===== config.mk =====
export PLATFORM = sky130hd
export DESIGN_NAME = data_arbiter
export DESIGN_NICKNAME = d
export VERILOG_FILES = /design/src/source/mem_pkg.sv /design/src/source/data_arbiter.sv
export SDC_FILE = /design/constraint.sdc
export NUM_CORES = 1
export LEC_CHECK = 0
export BUFFER_PORTS_ARGS = -buffer_cell sky130_fd_sc_hd__buf_2
export CORE_MARGIN = 2
export CORE_UTILIZATION = 22
export CTS_CLUSTER_DIAMETER = 30
export CTS_CLUSTER_SIZE = 10
export DETAILED_ROUTE_END_ITERATION = 6
export GPL_ROUTABILITY_DRIVEN = 0
export GPL_TIMING_DRIVEN = 0
export MAX_ROUTING_LAYER = met4
export PLACE_DENSITY = 0.86
export RECOVER_POWER = 25
export REMOVE_ABC_BUFFERS = 1
export SYNTH_ARGS = -nofsm -noshare
export SYNTH_HDL_FRONTEND = slang
export SYNTH_SLANG_ARGS = --single-unit

===== constraint.sdc =====
create_clock -name clk -period 1.1 [get_ports clk]
set_input_delay 0.11 -clock clk [delete_from_list [all_inputs] [get_ports clk]]
set_output_delay 0.11 -clock clk [all_outputs]
set_load 0.005 [all_outputs]

===== src/source/mem_pkg.sv =====
`default_nettype none

package mem_pkg;

   localparam int DATA_WIDTH     = 32;
   localparam int REG_ADDR_WIDTH = 5;
   localparam int MEM_ADDR_WIDTH = 10;   // Byte address bits decoded by the RAM
   localparam int BE_WIDTH       = 4;
   localparam int MEM_WORDS      = 2 ** (MEM_ADDR_WIDTH - 2);

   typedef logic [DATA_WIDTH-1:0]     data_t;
   typedef logic [REG_ADDR_WIDTH-1:0] reg_addr_t;
   typedef logic [MEM_ADDR_WIDTH-1:0] mem_addr_t;
   typedef logic [BE_WIDTH-1:0]       be_t;

   localparam data_t FETCH_BASE = '0;    // First instruction byte address

   typedef enum logic [2:0]
   {
      LD_B,
      LD_H,
      LD_W,
      LD_BU,
      LD_HU
   } load_op_e;

   // Tracks one access through grant and rvalid
   typedef enum logic [1:0]
   {
      LSU_IDLE,
      LSU_READ,
      LSU_WRITE
   } lsu_state_e;

endpackage

`default_nettype wire


===== src/source/data_arbiter.sv =====
`timescale 1ns/1ns
`default_nettype none

module data_arbiter
(
   input  wire                     clk,
   input  wire                     rst_n,
   input  wire                     m0_req_i,
   input  wire                     m0_wr_i,
   input  wire mem_pkg::mem_addr_t m0_addr_i,
   input  wire mem_pkg::data_t     m0_wdata_i,
   input  wire mem_pkg::be_t       m0_be_i,
   input  wire                     m1_req_i,
   input  wire mem_pkg::mem_addr_t m1_addr_i,
   input  wire                     ram_gnt_i,
   input  wire                     ram_rvalid_i,
   output logic                    m0_gnt_o,
   output logic                    m1_gnt_o,
   output logic                    m0_rvalid_o,
   output logic                    m1_rvalid_o,
   output logic                    ram_req_o,
   output logic                    ram_wr_o,
   output mem_pkg::mem_addr_t      ram_addr_o,
   output mem_pkg::data_t          ram_wdata_o,
   output mem_pkg::be_t            ram_be_o
);

   logic last_m1;    // Master 1 won the last grant
   logic rd_owner;   // Owner of the read in flight, 1 for master 1
   logic sel_m1;

   // Fetch wins alone, or on a tie when the stage won last
   assign sel_m1 = m1_req_i & (!m0_req_i | !last_m1);

   assign ram_req_o   = m0_req_i | m1_req_i;
   assign ram_wr_o    = sel_m1 ? 1'b0 : m0_wr_i;   // Fetch only reads
   assign ram_addr_o  = sel_m1 ? m1_addr_i : m0_addr_i;
   assign ram_wdata_o = m0_wdata_i;
   assign ram_be_o    = sel_m1 ? '1 : m0_be_i;

   assign m0_gnt_o = ram_gnt_i & m0_req_i & !sel_m1;
   assign m1_gnt_o = ram_gnt_i & sel_m1;

   assign m0_rvalid_o = ram_rvalid_i & !rd_owner;
   assign m1_rvalid_o = ram_rvalid_i & rd_owner;

   always_ff @(posedge clk or negedge rst_n)
   begin
      if (!rst_n)
      begin
         last_m1  <= 1'b0;
         rd_owner <= 1'b0;
      end
      else if (ram_req_o && ram_gnt_i)
      begin
         last_m1 <= sel_m1;
         if (!ram_wr_o)
            rd_owner <= sel_m1;
      end
   end

endmodule

`default_nettype wire


=== Yosys cells after proc, flatten, opt, wreduce, memory -nomap -nowiden ===
Index checks and enable logic that the tools add are counted.

* Bits in registers: 2
* Bits of input ports: 63
* Output and inout port bits: 52
* Word-level logic and storage cells: 20

* Muxes and demuxes: 3
* Bitwise gates (word level): 9
* Reduce and logical (&&, ||, !) cells: 6

{| class="wikitable"
|+ Operators by type and width
! kind !! number
|-
| 10-bit two-way mux || 1
|-
| 1-bit bitwise AND || 6
|-
| 1-bit zero test || 4
|-
| 4-bit two-way mux || 1
|-
| 1-bit bitwise OR || 2
|-
| 2-bit AND reduction || 1
|-
| 1-bit logical AND || 1
|-
| 1-bit two-way mux || 1
|-
| 1-bit NOT || 1
|}

=== Longest topological paths before layout ===
* Depth after elaboration: 6
* Depth in mapped cells: 3
* Gate-level depth less buffers: 2

=== Least setup slack after synthesis ===
OpenSTA, ideal clock, no wires.

* Kind: register to output
* From: reg last_m1
* To: out ram_addr_o[4]
* Data arrival time: 1.115 ns
* Data required time: 0.990 ns
* Path slack: -0.125 ns
* Stages on the path, launching flop included: 4
* Buffers on the path: 1
* Path through: dfrtp_1 > a21boi_4 > buf_6 > mux2_2

* Cells in the longest elaborated chain, start to end: 4

{| class="wikitable"
|+ Ends and longest elaborated chain
! what !! RTL line !! text
|-
| start: declaration || data_arbiter.sv:28 || <nowiki>logic last_m1;</nowiki>
|-
| start signal: assignment || data_arbiter.sv:56 || <nowiki>last_m1 <= sel_m1;</nowiki>
|-
| 1-bit zero test || data_arbiter.sv:33 || <nowiki>assign sel_m1 = m1_req_i & (!m0_req_i | !last_m1);</nowiki>
|-
| 1-bit bitwise OR || data_arbiter.sv:33 ||
|-
| 1-bit bitwise AND || data_arbiter.sv:33 ||
|-
| 10-bit two-way mux || data_arbiter.sv:37 || <nowiki>assign ram_addr_o = sel_m1 ? m1_addr_i : m0_addr_i;</nowiki>
|-
| end: declaration || data_arbiter.sv:23 || <nowiki>output mem_pkg::mem_addr_t ram_addr_o,</nowiki>
|}

No other way between the ends.

=== Worst setup path in the final report ===
* From: reg last_m1
* To: out ram_addr_o[0]

The elaborated chain is that of the path after synthesis.

==> summary.md <==
| Metric | Value |
|---|---|
| Synth top area share | 43.4% |
| Die area | 2930 sq um |
| Top routing layer used | met3 |
| Crit Path Max Fanout | 12 |
| Hold Path Origin | m0_wdata_i[0] |
| Place WS | -0.378 ns |
| Mean Syn Cell Area | between 8 and 9 sq um |
| DR iter-0 viols | 8 |
| Leak Pwr | about 0.38 nW |
| PD cells | approximately 840 nW/um^2 |
| Synthesis warning total | 0 |
| Status | finished, violations left |
| Final period util | 140% |
| Placed insts | roughly 110 |
| Worst R2R Path Depth | 4 |
| Critical Path RT | 0.99 ns |
| Setup tns final | -6.20 ns |
| First-pass GRT wire length | 3.02 mm |
| Grt ovf | 0 |
| Ys async rst share | 100% |
| Complex-gate fraction of the synthesized area | around a tenth |
| R2R setup slack | -0.08 ns |
| Cell Area, Synth | 553 sq um |
| Synth Register Bits | 2 |
| Tot GR Track Use | 16.8% |
| Ys flop type | dfrtp_1 |
| # rows | 18 |
| Met1 wire length | 791 um |
| Hold crit path type | input port to primary output |
| Ant. Diodes | 0 |
| Clock latency on the worst-skew pair | 0.22 ns |
| Met3 WL | approximately 730 um |
| Largest net degree at the start of global routing | 13 |
| Worst EP arrival | 1.43 ns |
| Layout cells sized above 1 | 86.7% |
| H-tree depth | 1 |
| Antenna violations before repair | 0 |
| Vias in the first global route | 557 |
| Count leader, synth | buf_4 |
| Reg clk slew, reported paths | 0.03 ns |
| Register area share after synthesis | 9.05% |
| Main combinational cell family by area after synthesis | buffers and inverters |
| Number of buffers created by CTS | 3 |
| Slew of the pin with the lowest slew margin | 0.130 ns |
| Clock Skew | about 0.00089 ns |
| Post-route minimum period | 1.54 ns |
| Post-synth top cells | buf_4, mux2_2, or2_2 |
| IO Count | 115 |
| DPL Wire Length | just over 2 mm |
| Max_cap viols | 0 |
| Tot Pwr | 0.000579 W |
| CP Class | register to primary output |
| Metal2 WL | 914 um |
| Final Hold Fails | 0 |
| Reg-to-Reg End | rd_owner |
| EDFF count, synth | 0 |
| DRC viols | 0 |
| Die Y | 54.1 um |
| First-pass detailed-route iteration total | 2 |
| Total Wirelength | between 2 and 2.5 mm |
| Worst r2r src | last_m1 |
| Min-Delay Endpoint | ram_wdata_o[0] |
| Starting Density | a little under a quarter |
| Clock Sinks | 2 |
| RSZ-0062 raised after global routing | yes |
| Gate Count Post-Synth | 65 |
| XOR/XNOR Fraction of Synth Area | 0% |
| Adder-cell share of the synthesized area | 0% |
| CTS tree | done |
| Top cells by area, synth | buf_4, mux2_2, dfrtp_1 |
| Core area | ~2400 sq um |
| Area growth syn-to-layout | 25.3% |
| Via/cell ratio | 4.61 |
| Die W | 54.1 um |
| Antenna viol nets, final | 0 |
| Rel. slew slack | between 90% and 100% |
| Worst setup EP type | primary output |
| Post-synthesis mux area share | approximately a fifth |
| Failing checks | negative setup slack |
| Nets | approximately 160 |
| Yosys cell types | 17 |
| Startpoint Class | register |
| Slew Viols, Final | 0 |
| Max frequency | roughly 650 MHz |
| Root Buffer | clkbuf_4 |
| # setup viols final | 18 |
| Area share of and/or/nand/nor cells after synthesis | between 10% and 20% |
| Vias | between 500 and 600 |
| # port buffers | 50 |
| CTS Buffer Depth | 2 |
| Hold Crit Depth | 0 |
| Drt wl/cell | ~20 um |
| Maximum VDD drop | 0.300 mV |
| Yosys top cell by area | buf_4 |
| Slack of the critical path | -0.442 ns |
| Non-Filler Instances | 120 |
power by group:
group / switching, W / internal (W) / leakage [nW]
clock network: 0.0000399 / 0.000120 / 0.0138
registers: 0.0000123 / 0.0000867 / 0.0209
logic: 0.000113 / 0.000207 / 0.348
total: 0.000166 / 0.000414 / 0.383
metal layers:
layer	GRT usage, %	vias to the layer above
met4	5.00	0
met5	-	-
met3	20.8	0
li1	-	232
met2	23.1	86
met1	14.0	235
worst max path at each step:
stage,startpoint,slack (ns),depth (start not counted),endpoint
6_report,last_m1,-0.44,4,ram_addr_o[0]
5_1_grt,last_m1,-0.47,4,ram_addr_o[0]
4_1_cts,last_m1,-0.45,4,ram_addr_o[0]
3_5_place_dp,last_m1,-0.38,3,ram_addr_o[0]
3_3_place_gp,last_m1,-0.37,3,ram_addr_o[0]
2_1_floorplan,last_m1,-0.12,2,ram_addr_o[0]
sequential cells by signal (all words and copies together), names as in the netlist:
name / flops
rd_owner: 1
last_m1: 1
cells in the final DEF, fill, tap and decap left out, drive strengths merged:
cell / instances
nand2: 2
clkbuf: 3
inv: 2
mux2: 10
a21o: 2
and2: 1
nand2b: 1
nor2b: 1
a221o: 1
dfrtp: 2
a21oi: 2
or2: 5
dlygate4sd3: 1
and3b: 1
a21boi: 1
buf: 54
and2b: 1
stage by stage:
step	cell area (sq um)	util (%)	hold WS [ns]
4_1_cts	662	27.2	0.201
2_1_floorplan	302	-	-0.186
3_3_place_gp	589	24.2	-0.103
5_1_grt	693	28.5	0.220
3_5_place_dp	589	24.2	-0.104
6_report	693	28.5	0.220
kinds of logic after synthesis:
group | count (synthesis)
DFF | 2
and+or+nand+nor | 12
AOI/OAI and AO/OA | 6
muxes | 10
buffers and inverters | 35
worst max-delay path: stages, from the launching register on:
cell,delay (ns)
dfrtp_2,0.42
a21boi_4,0.17
buf_12,0.15
mux2_2,0.34
buf_2,0.13
what timing repair did:
item | CTS | global route
cloned | 0 | 0
setup buffers | 3 | 1
hold endpoints to repair | 2 | 0
endpoints found under the setup margin | 15 | 18
pin swaps | 1 | 0
resized for setup | 2 | 5
hold buffers | 1 | 0
final cells by class:
cell class	instances	area, sq um
tap	30	37.5
sequential	2	51.3
inverter	2	7.51
clock buffer	3	22.5
fill	265	1740
multi-input combinational	28	255
timing repair buffer	55	319
No activity file was read; power rests on OpenSTA's default activity.
