File: config.mk
export PLATFORM = sky130hd
export DESIGN_NAME = core_mem_stage
export DESIGN_NICKNAME = d
export VERILOG_FILES = /design/src/source/mem_pkg.sv /design/src/source/core_mem_stage.sv
export SDC_FILE = /design/constraint.sdc
export NUM_CORES = 1
export LEC_CHECK = 0
export CORE_AREA = 2 2 93 95
export DETAILED_ROUTE_END_ITERATION = 10
export DIE_AREA = 0 0 95 97
export DONT_BUFFER_PORTS = 1
export GPL_TIMING_DRIVEN = 0
export HOLD_SLACK_MARGIN = 0.15
export SYNTH_ARGS = -nofsm -noshare
export SYNTH_HDL_FRONTEND = slang
export SYNTH_SLANG_ARGS = --single-unit
File: constraint.sdc
create_clock -name clk -period 2.3 [get_ports clk]
set_input_delay 0.23 -clock clk [delete_from_list [all_inputs] [get_ports clk]]
set_output_delay 0.23 -clock clk [all_outputs]
set_load 0.05 [all_outputs]
File: src/source/mem_pkg.sv
`default_nettype none

package mem_pkg;

   localparam int DATA_WIDTH     = 32;
   localparam int REG_ADDR_WIDTH = 5;
   localparam int MEM_ADDR_WIDTH = 10;   // Byte address bits decoded by the RAM
   localparam int BE_WIDTH       = 4;
   localparam int MEM_WORDS      = 2 ** (MEM_ADDR_WIDTH - 2);

   typedef logic [DATA_WIDTH-1:0]     data_t;
   typedef logic [REG_ADDR_WIDTH-1:0] reg_addr_t;
   typedef logic [MEM_ADDR_WIDTH-1:0] mem_addr_t;
   typedef logic [BE_WIDTH-1:0]       be_t;

   localparam data_t FETCH_BASE = '0;    // First instruction byte address

   typedef enum logic [2:0]
   {
      LD_B,
      LD_H,
      LD_W,
      LD_BU,
      LD_HU
   } load_op_e;

   // Tracks one access through grant and rvalid
   typedef enum logic [1:0]
   {
      LSU_IDLE,
      LSU_READ,
      LSU_WRITE
   } lsu_state_e;

endpackage

`default_nettype wire

File: src/source/core_mem_stage.sv
`timescale 1ns/1ns
`default_nettype none

module core_mem_stage
(
   input  wire                  clk,
   input  wire                  rst_n,
   input  wire mem_pkg::reg_addr_t m_regfile_waddr_i,
   input  wire mem_pkg::data_t  m_regfile_rd_i,
   input  wire                  m_regfile_wr_i,
   input  wire mem_pkg::data_t  m_data_addr_i,
   input  wire                  m_data_wr_i,
   input  wire                  m_data_rd_i,
   input  wire mem_pkg::be_t    m_data_be_i,
   input  wire                  m_is_load_store_i,
   input  wire mem_pkg::load_op_e m_load_op_i,
   input  wire                  stall_general_i,
   input  wire mem_pkg::data_t  data_rdata_i,
   input  wire                  data_gnt_i,
   input  wire                  data_rvalid_i,
   output mem_pkg::reg_addr_t   w_regfile_waddr_o,
   output mem_pkg::data_t       w_regfile_rd_o,
   output logic                 w_regfile_wr_o,
   output logic                 w_is_load_store_o,
   output mem_pkg::load_op_e    w_load_op_o,
   output logic [1:0]           w_byte_off_o,
   output mem_pkg::data_t       w_data_rdata_o,
   output logic                 w_rvalid_o,
   output logic                 data_req_o,
   output logic                 data_wr_o,
   output mem_pkg::mem_addr_t   data_addr_o,
   output mem_pkg::data_t       data_wdata_o,
   output mem_pkg::be_t         data_be_o
);

   mem_pkg::lsu_state_e state;
   mem_pkg::lsu_state_e next_state;
   logic                read_pending;

   // A read is still waiting for its data
   assign read_pending = (state == mem_pkg::LSU_READ) && !data_rvalid_i;

   assign data_req_o     = (m_data_wr_i | m_data_rd_i) & !read_pending;
   assign data_wr_o      = m_data_wr_i;
   assign data_addr_o    = m_data_addr_i[mem_pkg::MEM_ADDR_WIDTH-1:0];
   assign data_wdata_o   = m_regfile_rd_i;   // Store data comes from the rd operand
   assign data_be_o      = m_data_be_i;
   assign w_data_rdata_o = data_rdata_i;
   assign w_rvalid_o     = data_rvalid_i & (state == mem_pkg::LSU_READ);

   always_comb
   begin
      if (data_req_o && data_gnt_i && m_data_rd_i)
         next_state = mem_pkg::LSU_READ;
      else if (data_req_o && data_gnt_i && m_data_wr_i)
         next_state = mem_pkg::LSU_WRITE;
      else if (read_pending)
         next_state = mem_pkg::LSU_READ;    // Keep waiting for rvalid
      else
         next_state = mem_pkg::LSU_IDLE;
   end

   always_ff @(posedge clk or negedge rst_n)
   begin
      if (!rst_n)
         state <= mem_pkg::LSU_IDLE;
      else
         state <= next_state;
   end

   // Flags are held off while the pipeline is stalled
   always_ff @(posedge clk or negedge rst_n)
   begin
      if (!rst_n)
      begin
         w_regfile_wr_o    <= 1'b0;
         w_is_load_store_o <= 1'b0;
      end
      else
      begin
         w_regfile_wr_o    <= m_regfile_wr_i & !stall_general_i;
         w_is_load_store_o <= m_is_load_store_i & !stall_general_i;
      end
   end

   always_ff @(posedge clk)
   begin
      w_regfile_waddr_o <= m_regfile_waddr_i;
      w_regfile_rd_o    <= m_regfile_rd_i;
      w_load_op_o       <= m_load_op_i;
      w_byte_off_o      <= m_data_addr_i[1:0];   // Lane select for the aligner
   end

endmodule

`default_nettype wire

# Word level (Yosys, flattened, before mapping)
# Index checks and enable logic that the tools add are counted.
[classes]
eq_ne = 1
mux = 3
n_reduce_logical = 7
shift = 0
div = 0
add_sub_neg = 0
mul = 0
bitwise = 5
n_lt_le_gt_ge = 0
[ops]
columns = ["op", "n"]
rows = [
  ["$and 1x1->1", 4],
  ["$logic_and 1x1->1", 4],
  ["$mux 2", 2],
  ["$logic_not 1->1", 3],
  ["$eq 2x1->1 const B", 1],
  ["$mux 1", 1],
  ["$or 1x1->1", 1],
]
[word_totals]
latch_bits = 0
romBits = 0
n_memories = 0
mem_bits_rw = 0
inputBits = 117
ff_bits = 46
out_inout_bits = 125

# Logic depth before layout (Yosys ltp)
# Gate-level depths: netlist of the first run.
[depth]
ltp_word = 8
depth_mapped = 2
ltp_nobuf = 2

# Least setup slack after synthesis of the first run
# OpenSTA, ideal clock, no wires.
[synth_path]
path_type = "reg2out"
startpoint = "reg state[0]"
endpoint = "out data_req_o"
path_stages_with_launch = 3
n_path_buf = 0
required_time_ns = 2.070
slack_ns = 0.905
arrival_time_ns = 1.165
cell_sequence = "dfrtp_1 nor3b_2 nor2_1"
[synth_via]
elab_chain_cells = 4
[synth_lines]
columns = ["element", "line", "rtl"]
rows = [
  ["start: declaration", "core_mem_stage.sv:36", "mem_pkg::lsu_state_e state;"],
  ["start signal: assignment", "core_mem_stage.sv:66", "state <= mem_pkg::LSU_IDLE;"],
  ["start signal: assignment", "core_mem_stage.sv:68", "state <= next_state;"],
  ["$eq 2x1->1", "core_mem_stage.sv:41", "assign read_pending = (state == mem_pkg::LSU_READ) && !data_rvalid_i;"],
  ["$logic_and 1x1->1", "core_mem_stage.sv:41", ""],
  ["$logic_not 1->1", "core_mem_stage.sv:43", "assign data_req_o = (m_data_wr_i | m_data_rd_i) & !read_pending;"],
  ["$and 1x1->1", "core_mem_stage.sv:43", ""],
  ["end: declaration", "core_mem_stage.sv:29", "output logic data_req_o,"],
]
# No other way between the ends.

# Worst setup path in the final report of the first run
# Ends and elaborated chain as after synthesis.

==> flow_summary.json, run 1 <==
{
  "rows": 33,
  "hold_path_depth": 2,
  "slew_violations": 0,
  "ctsHtreeMaxLevel": 2,
  "cp.arrival_ps": 1520,
  "power.static_leakage_nw": 1.07,
  "synth-seq-area-share_pct": 59.0,
  "min_period_ps": 1750,
  "setup_viol": 0,
  "synth_area_leaders": "dfxtp_1 53%, buf_4 37%, dfrtp_1 6.3%",
  "synth_fp_nets": 251,
  "r2r-end": "state[1]",
  "core_area_um2": 8130,
  "setup_tns_ps": 0,
  "slowest_delay_ps": 690,
  "min_period_over_period_pct": 76.2,
  "async_flop_share_pct": 8.70,
  "grt_usage_pct": 6.99,
  "clockBufferDepth": 2,
  "syn_to_final_growth_pct": 45.9,
  "crit_slowest_cell": "nor2_1",
  "layout.nets": 307,
  "place_congestion": 0.613,
  "drc": 0,
  "avgSynthCellArea_um2": 11.9,
  "grt_setup_unrepaired": "no",
  "cp-startpoint": "state[0]",
  "reg2reg_slack_ps": 940,
  "rr_worst_depth": 3,
  "io_pins": 242,
  "ys.flop_type": "dfxtp_1",
  "die_x_um": 95,
  "drt_iter0_markers": 10,
  "yosysMostFrequentCell": "buf_4",
  "critPathMaxFanout": 3,
  "cts_root_buf": "clkbuf_8",
  "die_h_um": 97,
  "vias": 1028,
  "synth_top_area_cell": "dfxtp_1",
  "num_antenna_cells": 0,
  "initial_core_util_pct": 19.6,
  "start_kind": "flop",
  "synth-edff-count": 0,
  "antenna_found_initial": 0,
  "hold_viol": 0,
  "yosysTopAreaCellShare_pct": 52.7,
  "grt_pass1_wl_um": 4760,
  "timing.rr.start": "state[1]",
  "timing.clock.skew_ps": 0.0295,
  "powerDensity_nw_per_um2": 882,
  "cts_tree": "done",
  "fillers": 843,
  "via_per_inst": 3.47,
  "dieArea_um2": 9220,
  "yosys_warnings": 0,
  "cts_resized": 0,
  "synth_cell_types": 10,
  "clock.fmax_mhz": 571,
  "firstDrtPassIters": 2,
  "ys_ff_latch": 46,
  "synth.cells.most_frequent": "79 x buf_4, 42 x dfxtp_1, 4 x dfrtp_1, 2 x nor2_1, 2 x nor2b_1",
  "place_worst_setup_slack_ps": 866,
  "clock_sinks": 46,
  "drive_above_1_share_pct": 46.6,
  "max_cap_viol_count": 0,
  "grt_pass1_vias": 940,
  "cp.required_ps": 2070,
  "grt_max_degree": 15,
  "post-route-util_pct": 28.6,
  "hold_start": "data_rvalid_i",
  "max_slew_margin_pct": 40.5,
  "ir_drop_v": 0.000268,
  "status": "completed",
  "hold_path_class": "primary input to flop",
  "worstSetupPathType": "flop to output pin",
  "clkLatencyLatePin_ps": 290,
  "synthesis.area_um2": 1590,
  "finalWirelength_um": 3640,
  "syn_inst": 134,
  "worst_slew_pin_slew_ps": 889,
  "clk_pin_slew_worst_paths_ps": 90,
  "numCtsBuffers": 5,
  "postRouteAntennaNets": 0,
  "path_cells": "nor3b_2 -> nor2_1",
  "worstSetupEndpointType": "output pin",
  "fin_ws_ps": 548,
  "numPortBuffers": 0,
  "wl_per_cell_um": 12.3,
  "grt-ovfl-total": 0,
  "hold_end": "state[0]"
}
-- sequential cells by signal, indices dropped and copies added, names as in the netlist --
name / cells
w_regfile_wr_o: 1
w_byte_off_o: 2
w_regfile_waddr_o: 5
w_load_op_o: 3
state: 2
w_is_load_store_o: 1
w_regfile_rd_o: 32
-- layer usage --
metal  wire, um  vias to the layer above  part of all wire [%]  GRT usage, %
met5          0                        -                     0             0
met4         48                        0                   1.3          3.34
met3        593                        4                    16          3.19
met2       2070                      135                    57          14.5
met1        929                      451                    26          4.87
li1           -                      438                     -             -
-- worst max-delay path: cells and delay by family (launching register included) --
kind             cells  cell delay, ps
and+or+nand+nor      2             860
DFF                  1             380
-- power breakdown --
group	switching [mW]	internal (mW)
sequential	0.162	0.840
combinational	0.309	0.152
clock	0.263	0.324
total	0.735	1.32
-- cells by family (layout without fill, tap and decap cells) --
group	Yosys count	in the layout	synth area share, %
AOI/OAI and AO/OA	1	1	0.550
DFF	46	46	59.0
and+or+nand+nor	8	8	3.22
buffers and inverters	79	136	37.2
-- what timing repair did --
| item | in CTS | in global routing |
|---|---|---|
| hold endpoints to repair | 50 | 0 |
| hold buffers | 49 | 0 |
| buffers inserted | 0 | 0 |
-- per-stage QoR --
| stage | total power, mW | instance area [um^2] | hold WS (ps) | cells |
|---|---|---|---|---|
| after floorplan | 1.40 | 1590 | -65.6 | 134 |
| after global placement | 1.42 | 1730 | -65.5 | 239 |
| after detailed placement | 1.42 | 1730 | -65.5 | 239 |
| after CTS | 2.09 | 2330 | 168 | 296 |
| after global routing | 2.15 | 2330 | 161 | 296 |
| final | 2.05 | 2330 | 180 | 296 |
-- worst max-delay path by stage --
stage,end,cells past startpoint
2_1_floorplan,data_req_o,2
3_3_place_gp,data_req_o,2
3_5_place_dp,data_req_o,2
4_1_cts,data_req_o,2
5_1_grt,data_req_o,2
6_report,data_req_o,2
-- layout make-up --
cell class	instances	area [um^2]	area share [%]
multi-input cells	9	60.1	2.58
plain buffers	79	593	25.5
clock buffers	6	72.6	3.12
repair buffers	49	490	21.1
flip-flops and latches	46	941	40.5
clock inverters	2	37.5	1.61
well taps	105	131	5.65
-- placed cells by master, fill, tap and decap left out --
| cell type | instances |
|---|---|
| clkbuf_1 | 1 |
| nor2b_1 | 2 |
| nor3_1 | 1 |
| clkbuf_8 | 5 |
| nor3b_2 | 1 |
| nor2_1 | 2 |
| clkinvlp_4 | 1 |
| dfxtp_1 | 42 |
| nand2_1 | 1 |
| dlygate4sd3_1 | 49 |
| and3b_2 | 1 |
| buf_4 | 79 |
| bufinv_16 | 1 |
| a21o_2 | 1 |
| dfrtp_1 | 4 |
Note: power is estimated with default switching activity, not from simulation.
==> run 2, diff against run 1 <==
Settings changed: ABC_AREA set to 1, CORE_AREA 2 2 93 95 to 2 2 94 96, DIE_AREA 0 0 95 97 to 0 0 96 98.
Clock period 2.3 ns to 1.6 ns, I/O delays scaled along.
==> run 2 against run 1 <==
Cell area is 2.1% higher; sequential cell count is the same; final cell count rose by 5.1%; sequential share of layout area fell by 0.83 points; synthesized cell count is 6.7% higher; total power grew 45%; die area up 2.1%; first-iteration DRC count is 90% higher; hold slack better by 220 ps; non-clock buffer count grew 3; largest cell class unchanged.
==> flow_summary.json, run 2 <==
{
  "status": "completed",
  "yosysMostFrequentCell": "buf_4",
  "timing.clock.skew_ps": 0.0158,
  "place_congestion": 0.719,
  "vias": 1073,
  "synth_top_area_cell": "dfxtp_1",
  "cp.arrival_ps": 1240,
  "die_h_um": 98,
  "min_period_ps": 1400,
  "antenna_found_initial": 0,
  "clock_sinks": 46,
  "postRouteAntennaNets": 0,
  "hold_start": "m_data_addr_i[1]",
  "ir_drop_v": 0.000529,
  "cts_root_buf": "clkbuf_8",
  "top_regs": "w_regfile_rd_o x32, w_regfile_waddr_o x5, w_load_op_o x3",
  "avgSynthCellArea_um2": 11.2,
  "synth_area_leaders": "dfxtp_1 52%, buf_4 37%, dfrtp_1 6.2%",
  "worst_slew_pin_slew_ps": 556,
  "max_slew_margin_pct": 62.9,
  "dieArea_um2": 9410,
  "path_cells": "inv_1 -> nand2_1 -> nor2_2",
  "rows": 34,
  "die_x_um": 96,
  "largest_register_ff_count": 32,
  "cts_tree": "done",
  "syn_to_final_growth_pct": 47.8,
  "grt-ovfl-total": 0,
  "async_flop_share_pct": 8.70,
  "firstDrtPassIters": 4,
  "top_register": "w_regfile_rd_o",
  "setup_tns_ps": 0,
  "ys_ff_latch": 46,
  "layout.nets": 319,
  "synth.cells.most_frequent": "79 x buf_4, 42 x dfxtp_1, 6 x inv_1, 5 x nor2_1",
  "worstSetupEndpointType": "output pin",
  "synth-edff-count": 0,
  "wl_per_cell_um": 12.4,
  "post-route-util_pct": 28.1,
  "clock.fmax_mhz": 712,
  "drt_iter0_markers": 19,
  "power.static_leakage_nw": 1.11,
  "timing.rr.start": "state[0]",
  "num_antenna_cells": 0,
  "hold_path_class": "primary input to flop",
  "worstSetupPathType": "flop to output pin",
  "final_common_cell": "buf_4",
  "hpwl_um": 2740,
  "start_kind": "flop",
  "crit_slowest_cell": "nor2_2",
  "io_pins": 242,
  "numCtsBuffers": 5,
  "drc": 0,
  "synth_fp_nets": 260,
  "clk_pin_slew_worst_paths_ps": 90,
  "max_cap_viol_count": 0,
  "ctsHtreeMaxLevel": 2,
  "cp.required_ps": 1440,
  "synth-seq-area-share_pct": 58.6,
  "syn_inst": 143,
  "grt_max_degree": 15,
  "ys.flop_type": "dfxtp_1",
  "slew_violations": 0,
  "drive_above_1_share_pct": 42.9,
  "setup_viol": 0,
  "grt_setup_unrepaired": "no",
  "clockBufferDepth": 2,
  "cp-startpoint": "state[1]",
  "hold_viol": 0,
  "min_period_over_period_pct": 87.8,
  "finalWirelength_um": 3850,
  "critPathMaxFanout": 2,
  "via_per_inst": 3.45,
  "yosys_warnings": 0,
  "grt_pass1_vias": 1116,
  "numPortBuffers": 0,
  "grt_pass1_wl_um": 5220,
  "slowest_delay_ps": 440,
  "synthesis.area_um2": 1610,
  "clkLatencyLatePin_ps": 280,
  "synth_cell_types": 8,
  "core_area_um2": 8470,
  "powerDensity_nw_per_um2": 1260,
  "grt_usage_pct": 7.53,
  "yosysTopAreaCellShare_pct": 52.3,
  "layout_common_cells": "79 x buf_4, 52 x dlygate4sd3_1, 42 x dfxtp_1",
  "initial_core_util_pct": 19.0
}
[run 2: cell families after synthesis]
logic type	synth area share, %
AND/OR/NAND/NOR	3.12
buffers and inverters	38.3
flip-flops	58.6
[run 2: metal layers]
metal	vias to the layer above	part of all wire (%)	wire length (um)	track usage, %
li1	465	-	-	-
met3	4	13	491	3.24
met4	0	0.99	38	2.97
met2	120	55	2110	13.9
met1	484	31	1210	7.08
met5	-	0	0	0
[run 2: critical path, delay by kind of cell (launching register included)]
family / cells / cell delay [ps]
AND/OR/NAND/NOR: 2 / 520
buffers and inverters: 1 / 70
flip-flops: 1 / 370
[run 2: through the flow]
stage | hold slack, ps | power (mW) | setup WS (ps) | instances | instance area (um^2)
after detailed placement | -135 | 2.04 | 296 | 251 | 1740
final | 405 | 2.98 | 196 | 311 | 2370
after floorplan | -136 | 2.02 | 340 | 143 | 1610
after CTS | 386 | 3.04 | 189 | 311 | 2370
after global placement | -135 | 2.05 | 318 | 251 | 1740
after global routing | 387 | 3.11 | 124 | 311 | 2370
[run 2: path summary, 6_finish.rpt]
check / slack, ps / cells after the start / to
max: 200 / 3 / w_rvalid_o
min: 400 / 1 / w_byte_off_o[1]
max reg2reg: 360 / 3 / state[0]
min reg2reg: 610 / 3 / state[1]
max in group asynchronous: 770 / 2 / w_is_load_store_o
min in group asynchronous: 650 / 2 / w_regfile_wr_o
[run 2: report_power, final]
group	total [mW]	leakage (nW)	switching [mW]	internal, mW
clock network	0.862	0.0514	0.395	0.466
logic	0.676	0.652	0.453	0.223
registers	1.44	0.406	0.235	1.21
[run 2: cell type report]
type | count | area (um^2)
Clock buffer | 6 | 72.6
Sequential cell | 46 | 941
Buffer | 79 | 593
Clock inverter | 2 | 37.5
Inverter | 6 | 22.5
Timing Repair Buffer | 52 | 520
Multi-Input combinational cell | 12 | 52.6
Tap cell | 108 | 135
Fill cell | 861 | 6090
[run 2: timing repair]
item,4_1_cts,5_1_grt
hold buffers,52,0
gates resized for setup,1,0
buffers inserted,0,0
setup endpoints to repair,1,0
hold endpoints to repair,50,0
