## src/source/mem_pkg.sv

```systemverilog
`default_nettype none

package mem_pkg;

   localparam int DATA_WIDTH     = 32;
   localparam int REG_ADDR_WIDTH = 5;
   localparam int MEM_ADDR_WIDTH = 10;   // Byte address bits decoded by the RAM
   localparam int BE_WIDTH       = 4;
   localparam int MEM_WORDS      = 2 ** (MEM_ADDR_WIDTH - 2);

   typedef logic [DATA_WIDTH-1:0]     data_t;
   typedef logic [REG_ADDR_WIDTH-1:0] reg_addr_t;
   typedef logic [MEM_ADDR_WIDTH-1:0] mem_addr_t;
   typedef logic [BE_WIDTH-1:0]       be_t;

   localparam data_t FETCH_BASE = '0;    // First instruction byte address

   typedef enum logic [2:0]
   {
      LD_B,
      LD_H,
      LD_W,
      LD_BU,
      LD_HU
   } load_op_e;

   // Tracks one access through grant and rvalid
   typedef enum logic [1:0]
   {
      LSU_IDLE,
      LSU_READ,
      LSU_WRITE
   } lsu_state_e;

endpackage

`default_nettype wire

```

## src/source/load_align.sv

```systemverilog
`timescale 1ns/1ns
`default_nettype none

module load_align
(
   input  wire mem_pkg::data_t    w_regfile_rd_i,
   input  wire                    w_regfile_wr_i,
   input  wire                    w_is_load_store_i,
   input  wire mem_pkg::load_op_e w_load_op_i,
   input  wire [1:0]              w_byte_off_i,
   input  wire mem_pkg::data_t    w_data_rdata_i,
   input  wire                    w_rvalid_i,
   output mem_pkg::data_t         wb_data_o,
   output logic                   wb_valid_o
);

   mem_pkg::data_t shifted;
   logic [7:0]     ld_byte;
   logic [15:0]    ld_half;
   mem_pkg::data_t ld_result;

   assign shifted = w_data_rdata_i >> {w_byte_off_i, 3'b000};   // Addressed lane to bit 0
   assign ld_byte = shifted[7:0];
   assign ld_half = shifted[15:0];

   always_comb
   begin
      case (w_load_op_i)
         mem_pkg::LD_B:  ld_result = {{24{ld_byte[7]}}, ld_byte};
         mem_pkg::LD_H:  ld_result = {{16{ld_half[15]}}, ld_half};
         mem_pkg::LD_BU: ld_result = {24'd0, ld_byte};
         mem_pkg::LD_HU: ld_result = {16'd0, ld_half};
         default:        ld_result = w_data_rdata_i;   // Full word
      endcase
   end

   assign wb_data_o  = w_is_load_store_i ? ld_result : w_regfile_rd_i;
   assign wb_valid_o = w_regfile_wr_i & (!w_is_load_store_i | w_rvalid_i);

endmodule

`default_nettype wire

```

## config.mk

```make
export PLATFORM = sky130hd
export DESIGN_NAME = load_align
export DESIGN_NICKNAME = d
export VERILOG_FILES = /design/src/source/mem_pkg.sv /design/src/source/load_align.sv
export SDC_FILE = /design/constraint.sdc
export NUM_CORES = 1
export LEC_CHECK = 0
export BUFFER_PORTS_ARGS = -buffer_cell sky130_fd_sc_hd__clkbuf_2
export CORE_UTILIZATION = 23
export DETAILED_ROUTE_END_ITERATION = 12
export SLEW_MARGIN = 20
export SYNTH_ARGS = -nofsm -noshare
export SYNTH_HDL_FRONTEND = slang
export SYNTH_SLANG_ARGS = --single-unit
```

## constraint.sdc

```tcl
create_clock -name vclk -period 3.3
set_clock_uncertainty 0.05 [all_clocks]
set_input_delay 0.165 -clock vclk [all_inputs]
set_output_delay 0.165 -clock vclk [all_outputs]
set_load 0.005 [all_outputs]
```

* Yosys cells after proc, flatten, opt, wreduce, memory -nomap -nowiden
Index checks and enable logic that the tools add are counted.
** Storage, ports and cells
- Logic and storage cells :: 10
- Bits in latches :: 0
- ROM bits :: 0
- Register bits after elaboration :: 0
- Memory bits (writable) :: 0
- Input bits :: 72
- Output and inout port bits :: 33
- Memories :: 0
** Operators by class
- Bitwise operators :: 2
- Div/mod/pow operators :: 0
- Multipliers :: 0
- Reduce and logical (&&, ||, !) cells :: 2
- $lt $le $gt $ge :: 0
- Shift operators :: 1
- Multiplexer cells :: 2
- $add $sub $neg :: 0
- Equal/unequal tests :: 3
** Operators with widths (count)
- 32-bit case mux with 4 select lines :: 1
- 32-bit two-way mux :: 1
- 32-bit by 5-bit right shift with 16-bit output :: 1
- 3-bit by 1-bit equality test with 1-bit output (second input constant) :: 1
- 3-bit by 2-bit equality test with 1-bit output (second input constant) :: 1
- 3-bit equality test (second input constant) :: 1
- 3-bit logical NOT :: 1
- 1-bit bitwise AND :: 1
- 1-bit logical NOT :: 1
- 1-bit OR :: 1

* Logic depth before layout (Yosys ltp)
Gate-level depths: netlist of run 1.
- Depth after elaboration :: 3
- Gate-level depth with buffers :: 6

* Least setup slack after synthesis of run 1
OpenSTA, ideal clock, no wires.
- Kind :: input port to output port
- Start :: input port w_load_op_i[0]
- End :: output port wb_data_o[0]
- Required time :: 3.085 ns
- Cell stages on the path :: 5
- Data arrival time :: 1.223 ns
- Buffers on the path :: 1
- Setup slack :: 1.862 ns
- Cell sequence :: buf_2 -> mux2_2 -> nor2_1 -> o21ai_0 -> o22ai_1
** Between the ends
- Longest elaborated chain between the ends :: 3
- Elaborated cells on any way between the ends :: 6
** Ends and longest elaborated chain
- start, declared :: line load_align.sv:9 : input wire mem_pkg::load_op_e w_load_op_i,
- 3-bit equality test (tied with other cells) :: line load_align.sv:28 : case (w_load_op_i)
- 32-bit case mux with 4 select lines (*) :: line load_align.sv:28
- 32-bit two-way mux (*) :: line load_align.sv:37 : assign wb_data_o = w_is_load_store_i ? ld_result : w_regfile_rd_i;
- end, declared :: line load_align.sv:13 : output mem_pkg::data_t wb_data_o,
Every way passes the cells marked *; elsewhere a longest branch is shown, timed or not.

* Worst setup path after layout of run 1
- Start :: input port w_byte_off_i[1]
- End :: output port wb_data_o[16]
** Between the ends
- Longest elaborated chain between the ends :: 3
** Ends and longest elaborated chain
- start, declared :: line load_align.sv:10 : input wire [1:0] w_byte_off_i,
- 32-bit by 5-bit right shift with 16-bit output :: line load_align.sv:22 : assign shifted = w_data_rdata_i >> {w_byte_off_i, 3'b000};
- 32-bit case mux with 4 select lines :: line load_align.sv:28
- 32-bit two-way mux :: line load_align.sv:37
No other way between the ends.

==> impl_metrics.env, run 1 <==
export IMPL_ys_warn_count=0
export IMPL_min_period_ns=2.20
export IMPL_grt_pass1_vias=1393
export IMPL_powerDensity_mw_per_mm2=140
export IMPL_maxCapViolCount=0
export IMPL_drt_iter0_drc=68
export IMPL_grt_max_degree=49
export IMPL_tightest_slew_ns=0.658
export IMPL_tns_ns=0
export IMPL_place_hpwl_um=3460
export IMPL_drc=0
export IMPL_cp_common_cell="clkbuf_2"
export IMPL_setup_viol=0
export IMPL_hold_class="in2out"
export IMPL_slew_violations=0
export IMPL_fillers=508
export IMPL_wl_um=4230
export IMPL_period_share=0.666
export IMPL_ys_seq_area_frac=0
export IMPL_synthTopCellsByCount="nand3_1, nor2_1, nand2b_1"
export IMPL_fin_cells=329
export IMPL_grt_setup_unrepaired="no"
export IMPL_crit_fanout=16
export IMPL_vias=1598
export IMPL_postSynthAreaPerCell_um2=5.82
export IMPL_synth_top_cell_area_share=0.149
export IMPL_die_y_um=70.4
export IMPL_dp_cells=329
export IMPL_core_area_mm2=0.00441
export IMPL_hold_depth=3
export IMPL_synthTopCellsByArea="nand3_1, nand2b_1, nor2_1"
export IMPL_n_antenna_cell=0
export IMPL_syn_nets=257
export IMPL_drt_pre_antenna_iters=4
export IMPL_cts_hold_buffers_added=0
export IMPL_slew_headroom=0.560
export IMPL_post_cts_resized=0
export IMPL_p_leak_nw=0.858
export IMPL_netlist_area_mm2=0.00108
export IMPL_critPathKind="in2out"
export IMPL_register_area_um2=0
export IMPL_grt_util_all_layers=0.159
export IMPL_drive_gt1_frac=0.408
export IMPL_critPathBufInv=2
export IMPL_syn_inst=185
export IMPL_hold_viol_final=0
export IMPL_critPathRequiredTime_ns=3.08
export IMPL_multi_input_area_um2=977
export IMPL_total_power_w=0.000225
export IMPL_post_cts_setup_buffers=0
export IMPL_drt_wirelength_per_cell_um=12.9
export IMPL_cp_start_kind="primary input"
export IMPL_seq_cells=0
export IMPL_max_freq_mhz=455
export IMPL_grt_pass1_wl_um=6640
export IMPL_portBuffers=105
export IMPL_critPathSlowestCell="o311ai_4"
export IMPL_cp_cell_sequence="clkbuf_2 -> mux2i_2 -> o21ai_1 -> o311ai_4 -> nand3_1 -> clkbuf_2"
export IMPL_via_per_inst=4.86
export IMPL_start_util=0.244
export IMPL_clock_buffer_count=0
export IMPL_cp_end_kind="output pin"
export IMPL_arrival_ns=1.98
export IMPL_design_die_area_mm2=0.00496
export IMPL_worstSetupPathDepth=6
export IMPL_synth_cell_types=32
export IMPL_syn_to_final_growth_pct=49.4
export IMPL_synth_largest_area_cell="nand3_1"
export IMPL_die_x_um=70.4
export IMPL_yosysMostFrequentCell="nand3_1"
export IMPL_ios=105
export IMPL_grt_ovfl_total=0
export IMPL_fin_hold_ws_ns=0.553
export IMPL_rows=24
export IMPL_final_nets=351
export IMPL_crit_family="compound AO/OA/AOI/OAI gates"
export IMPL_gp_congestion=0.878
export IMPL_antenna_left=0
export IMPL_ir_drop_mv=0.0387
export IMPL_cpPeakStageDelay_ns=0.64
export IMPL_status="finished clean"
export IMPL_grt_antenna_before_repair=0
[metal layers]
metal | vias up | routed length [um] | GRT usage
met5 | - | 0 | 0
met4 | 0 | 16 | 0.00667
met3 | 2 | 295 | 0.0115
met2 | 71 | 1780 | 0.250
met1 | 684 | 2140 | 0.245
li1 | 841 | - | -
[metrics by stage]
stage,utilization,area (um2),setup WS [ns]
6_report,0.365,1610,1.10
5_1_grt,0.365,1610,0.923
2_1_floorplan,-,1080,1.86
3_3_place_gp,0.365,1610,1.09
4_1_cts,0.365,1610,1.08
3_5_place_dp,0.365,1610,1.10
[area by class of cell]
class | count | area share
repair buffers | 106 | 0.331
inverters | 9 | 0.0210
multi-input cells | 162 | 0.607
well taps | 52 | 0.0404
[path summary, 6_finish.rpt]
check / startpoint / end / slack [ns]
max: w_byte_off_i[1] / wb_data_o[16] / 1.10
min: w_regfile_rd_i[7] / wb_data_o[7] / 0.55
[cells in the final DEF (no fill, tap or decap), types with 8 or more instances in the layout]
master      n
nand2b_1   24
inv_1       9
o22ai_1     8
a221oi_1    8
mux2i_1     8
nor2_1     27
nand2_1    10
nand3_1    32
clkbuf_2  105
o21ai_0    14
[worst min-delay path: cells and delay by family]
family / cells / cell delay (ns)
compound gates: 1 / 0.09
buf+inv: 2 / 0.18
[cells by family (layout without fill, tap and decap cells)]
family                 Yosys count  count (layout)  share of synthesized area
AND/OR/NAND/NOR                105             105                      0.495
multiplexers                    12              12                      0.129
AO/OA/AOI/OAI                   44              44                      0.275
buffers and inverters           23             115                     0.0929
XOR/XNOR                         1               1                    0.00813
[report_power, final]
part / internal, W / total (W) / switching [W] / leakage (nW)
registers: 0 / 0 / 0 / 0
clock network: 0 / 0 / 0 / 0
logic: 0.000108 / 0.000225 / 0.000117 / 0.858
No activity file was read; power rests on OpenSTA's default activity.
==> run 2, diff against run 1 <==
Clock period 3.3 ns to 2.1 ns, I/O delays scaled along.
==> run 2 against run 1 <==
Compared with the run above:
- non-clock buffer count rose by 6
- critical path type unchanged
- utilization rose by 1.0 points
- critical path depth rose by 1
- largest power group unchanged
- highest routed layer is now met3
==> impl_metrics.env, run 2 (synthesis results as in run 1) <==
export IMPL_drc=0
export IMPL_grt_antenna_before_repair=0
export IMPL_design_area_mm2=0.00165
export IMPL_via_per_inst=4.74
export IMPL_cp_common_cell="clkbuf_2"
export IMPL_drive_gt1_frac=0.420
export IMPL_status="finished clean"
export IMPL_slew_headroom=0.713
export IMPL_dpl_instance_area_mm2=0.00165
export IMPL_post_cts_setup_buffers=0
export IMPL_tns_ns=0
export IMPL_ios=105
export IMPL_dp_slack_ns=0.436
export IMPL_grt_setup_unrepaired="no"
export IMPL_grt_util_all_layers=0.155
export IMPL_maxCapViolCount=0
export IMPL_fillers=513
export IMPL_clock_buffer_count=0
export IMPL_antenna_left=0
export IMPL_die_x_um=70.4
export IMPL_final_nets=357
export IMPL_drt_pre_antenna_iters=4
export IMPL_arrival_ns=1.50
export IMPL_post_cts_resized=0
export IMPL_cp_start_kind="primary input"
export IMPL_slew_violations=0
export IMPL_hold_viol_final=0
export IMPL_cts_hold_buffers_added=0
export IMPL_critPathSlowestCell="a221oi_1"
export IMPL_drt_wirelength_per_cell_um=12.4
export IMPL_gp_congestion=0.851
export IMPL_period_share=0.789
export IMPL_p_leak_nw=0.886
export IMPL_ir_drop_mv=0.0645
export IMPL_place_hpwl_um=3550
export IMPL_finalWorstSetupSlack_ns=0.443
export IMPL_n_antenna_cell=0
export IMPL_critPathRequiredTime_ns=1.95
export IMPL_die_y_um=70.4
export IMPL_grt_pass1_wl_um=6500
export IMPL_vias=1588
export IMPL_most_common_layout_cells="clkbuf_2, nand3_1, nor2_1"
export IMPL_seq_cells=0
export IMPL_fin_hold_ws_ns=0.439
export IMPL_cp_end_kind="output pin"
export IMPL_min_period_ns=1.66
export IMPL_design_die_area_mm2=0.00496
export IMPL_drt_iter0_drc=61
export IMPL_register_area_um2=0
export IMPL_rows=24
export IMPL_powerDensity_mw_per_mm2=219
export IMPL_max_freq_mhz=604
export IMPL_setup_viol=0
export IMPL_crit_family="simple AND/OR/NAND/NOR gates"
export IMPL_hold_class="in2out"
export IMPL_portBuffers=105
export IMPL_critPathKind="in2out"
export IMPL_cp_cell_sequence="clkbuf_2 -> buf_4 -> nor2b_1 -> and2_1 -> o21ai_0 -> a221oi_1 -> clkbuf_2"
export IMPL_fin_util=0.375
export IMPL_grt_max_degree=29
export IMPL_grt_pass1_vias=1329
export IMPL_grt_ovfl_total=0
export IMPL_tightest_slew_ns=0.431
export IMPL_syn_to_final_growth_pct=53.5
export IMPL_crit_fanout=12
export IMPL_critPathBufInv=3
export IMPL_wl_um=4170
export IMPL_cpPeakStageDelay_ns=0.33
export IMPL_core_area_mm2=0.00441
export IMPL_start_util=0.244
export IMPL_layout_cells_most_common="clkbuf_2"
run 2: cell count changes in the layout (fill, tap and decap cells not counted):
cell   delta
buf_4     +6
run 2: final cells by class:
type | instances | area [um2] | share of cell area
tap | 52 | 65.1 | 0.0393
inverter | 9 | 33.8 | 0.0204
multi-input combinational | 162 | 977 | 0.591
timing repair buffer | 112 | 578 | 0.349
run 2: routing by layer:
| metal | share of wire | wire length [um] | global-route usage |
|---|---|---|---|
| met1 | 0.52 | 2150 | 0.249 |
| met2 | 0.43 | 1780 | 0.237 |
| met3 | 0.057 | 236 | 0.00866 |
| met4 | 0 | 0 | 0 |
| met5 | 0 | 0 | 0 |
run 2: final timing paths:
kind	startpoint	end	slack, ns	cells past startpoint
min	w_regfile_rd_i[7]	wb_data_o[7]	0.44	3
max	w_byte_off_i[1]	wb_data_o[14]	0.44	7
run 2: report_power, final:
group          internal [W]  total (W)  switching (W)
registers                 0          0              0
logic              0.000178   0.000362       0.000185
clock network             0          0              0
run 2: through the flow:
| step | instances | total power [W] |
|---|---|---|
| 2_1_floorplan | 185 | 0.000190 |
| 3_3_place_gp | 335 | 0.000363 |
| 3_5_place_dp | 335 | 0.000365 |
| 4_1_cts | 335 | 0.000366 |
| 5_1_grt | 335 | 0.000404 |
| 6_report | 335 | 0.000362 |
==> run 3, diff against run 2 <==
Clock period 2.1 ns to 1.6 ns, I/O delays scaled along.
==> run 3 against run 2 <==
Compared with the run above:
- utilization increased by 3.1 points
- via count increased by 3.7%
- wire length increased by 5.8%
- final cell count increased by 0.90%
- critical path depth unchanged
- die area unchanged
- hold slack got worse by 0.053 ns
- highest routed layer unchanged
==> impl_metrics.env, run 3 (synthesis results as in run 1) <==
export IMPL_status="finished clean"
export IMPL_drt_pre_antenna_iters=4
export IMPL_grt_max_degree=50
export IMPL_vias=1647
export IMPL_p_int_w=0.000259
export IMPL_portBuffers=105
export IMPL_pwr_share_comb=1.000
export IMPL_grt_setup_unrepaired="no"
export IMPL_slew_headroom=0.758
export IMPL_most_common_layout_cells="clkbuf_2, nand3_1, nor2_1"
export IMPL_dp_cells=338
export IMPL_tns_ns=0
export IMPL_fin_cells=338
export IMPL_syn_to_final_growth_pct=66.2
export IMPL_via_per_inst=4.87
export IMPL_register_area_um2=0
export IMPL_ir_drop_mv=0.0779
export IMPL_p_sw_frac=0.506
export IMPL_layout_cells_most_common="clkbuf_2"
export IMPL_crit_fanout=8
export IMPL_netSwitchingPower_w=0.000265
export IMPL_critPathKind="in2out"
export IMPL_grt_pass1_vias=1452
export IMPL_clock_buffer_count=0
export IMPL_cts_hold_buffers_added=0
export IMPL_design_die_area_mm2=0.00496
export IMPL_seq_cells=0
export IMPL_slew_violations=0
export IMPL_start_util=0.244
export IMPL_grt_pass1_wl_um=6780
export IMPL_cp_start_kind="primary input"
export IMPL_period_share=0.937
export IMPL_wl_um=4410
export IMPL_p_clk_frac=0
export IMPL_n_antenna_cell=0
export IMPL_drive_gt1_frac=0.465
export IMPL_total_power_w=0.000524
export IMPL_p_leak_nw=0.927
export IMPL_rows=24
export IMPL_grt_antenna_before_repair=0
export IMPL_finalWorstSetupSlack_ns=0.101
export IMPL_cp_end_kind="output pin"
export IMPL_place_hpwl_um=3560
export IMPL_core_area_mm2=0.00441
export IMPL_post_cts_setup_buffers=0
export IMPL_ios=105
export IMPL_grt_util_all_layers=0.161
export IMPL_critPathRequiredTime_ns=1.47
export IMPL_dp_slack_ns=0.0313
export IMPL_drc=0
export IMPL_grt_ovfl_total=0
export IMPL_post_cts_resized=0
export IMPL_seq_power_share=0
export IMPL_min_period_ns=1.50
export IMPL_drt_iter0_drc=58
export IMPL_arrival_ns=1.37
export IMPL_die_y_um=70.4
export IMPL_tightest_slew_ns=0.362
export IMPL_powerDensity_mw_per_mm2=293
export IMPL_die_x_um=70.4
export IMPL_fillers=499
export IMPL_max_freq_mhz=667
export IMPL_drt_wirelength_per_cell_um=13.0
export IMPL_final_nets=360
export IMPL_maxCapViolCount=0
export IMPL_setup_viol=0
export IMPL_hold_class="in2out"
export IMPL_hold_viol_final=0
export IMPL_gp_congestion=0.841
export IMPL_antenna_left=0
run 3: cell count changes in the layout (fill, tap and decap cells not counted), moves of 2 or more:
cell,delta
mux2i_4,+2
a221oi_1,-7
buf_6,+2
a221oi_2,+7
clkbuf_2,-2
run 3: final cells by class:
| class | instances | area (um2) | share of cell area |
|---|---|---|---|
| Multi-Input combinational cell | 162 | 1070 | 0.597 |
| Tap cell | 52 | 65.1 | 0.0363 |
| Timing Repair Buffer | 115 | 623 | 0.348 |
| Inverter | 9 | 33.8 | 0.0189 |
run 3: layer usage:
| layer | global-route usage | up-vias | part of all wire |
|---|---|---|---|
| li1 | - | 857 | - |
| met1 | 0.235 | 716 | 0.46 |
| met2 | 0.260 | 74 | 0.45 |
| met3 | 0.0274 | 0 | 0.083 |
| met4 | 0 | 0 | 0 |
| met5 | 0 | - | 0 |
run 3: critical path: stages:
cell and delay (ns):
buf_6 0.11, buf_6 0.12, mux2i_4 0.19, nor3_4 0.26
a21oi_4 0.15, a221oi_1 0.28, clkbuf_2 0.16
run 3: through the flow:
stage           util  hold WS [ns]  area (um2)
4_1_cts        0.383         0.384        1690
6_report       0.406         0.386        1790
3_5_place_dp   0.383         0.384        1690
5_1_grt        0.406         0.409        1790
2_1_floorplan      -         0.209        1080
3_3_place_gp   0.383         0.379        1690
run 3: final timing paths:
check                          from            end  slack (ns)  depth (start not counted)
setup / recovery    w_byte_off_i[1]  wb_data_o[10]        0.10                          7
hold / removal    w_regfile_rd_i[7]   wb_data_o[7]        0.39                          3
run 3: power by group through the flow:
| stage | Clock, W | Combinational (W) | Sequential (W) |
|---|---|---|---|
| floorplan | 0 | 0.000249 | 0 |
| global placement | 0 | 0.000487 | 0 |
| detailed placement | 0 | 0.000487 | 0 |
| CTS | 0 | 0.000490 | 0 |
| global route | 0 | 0.000583 | 0 |
| finish | 0 | 0.000524 | 0 |
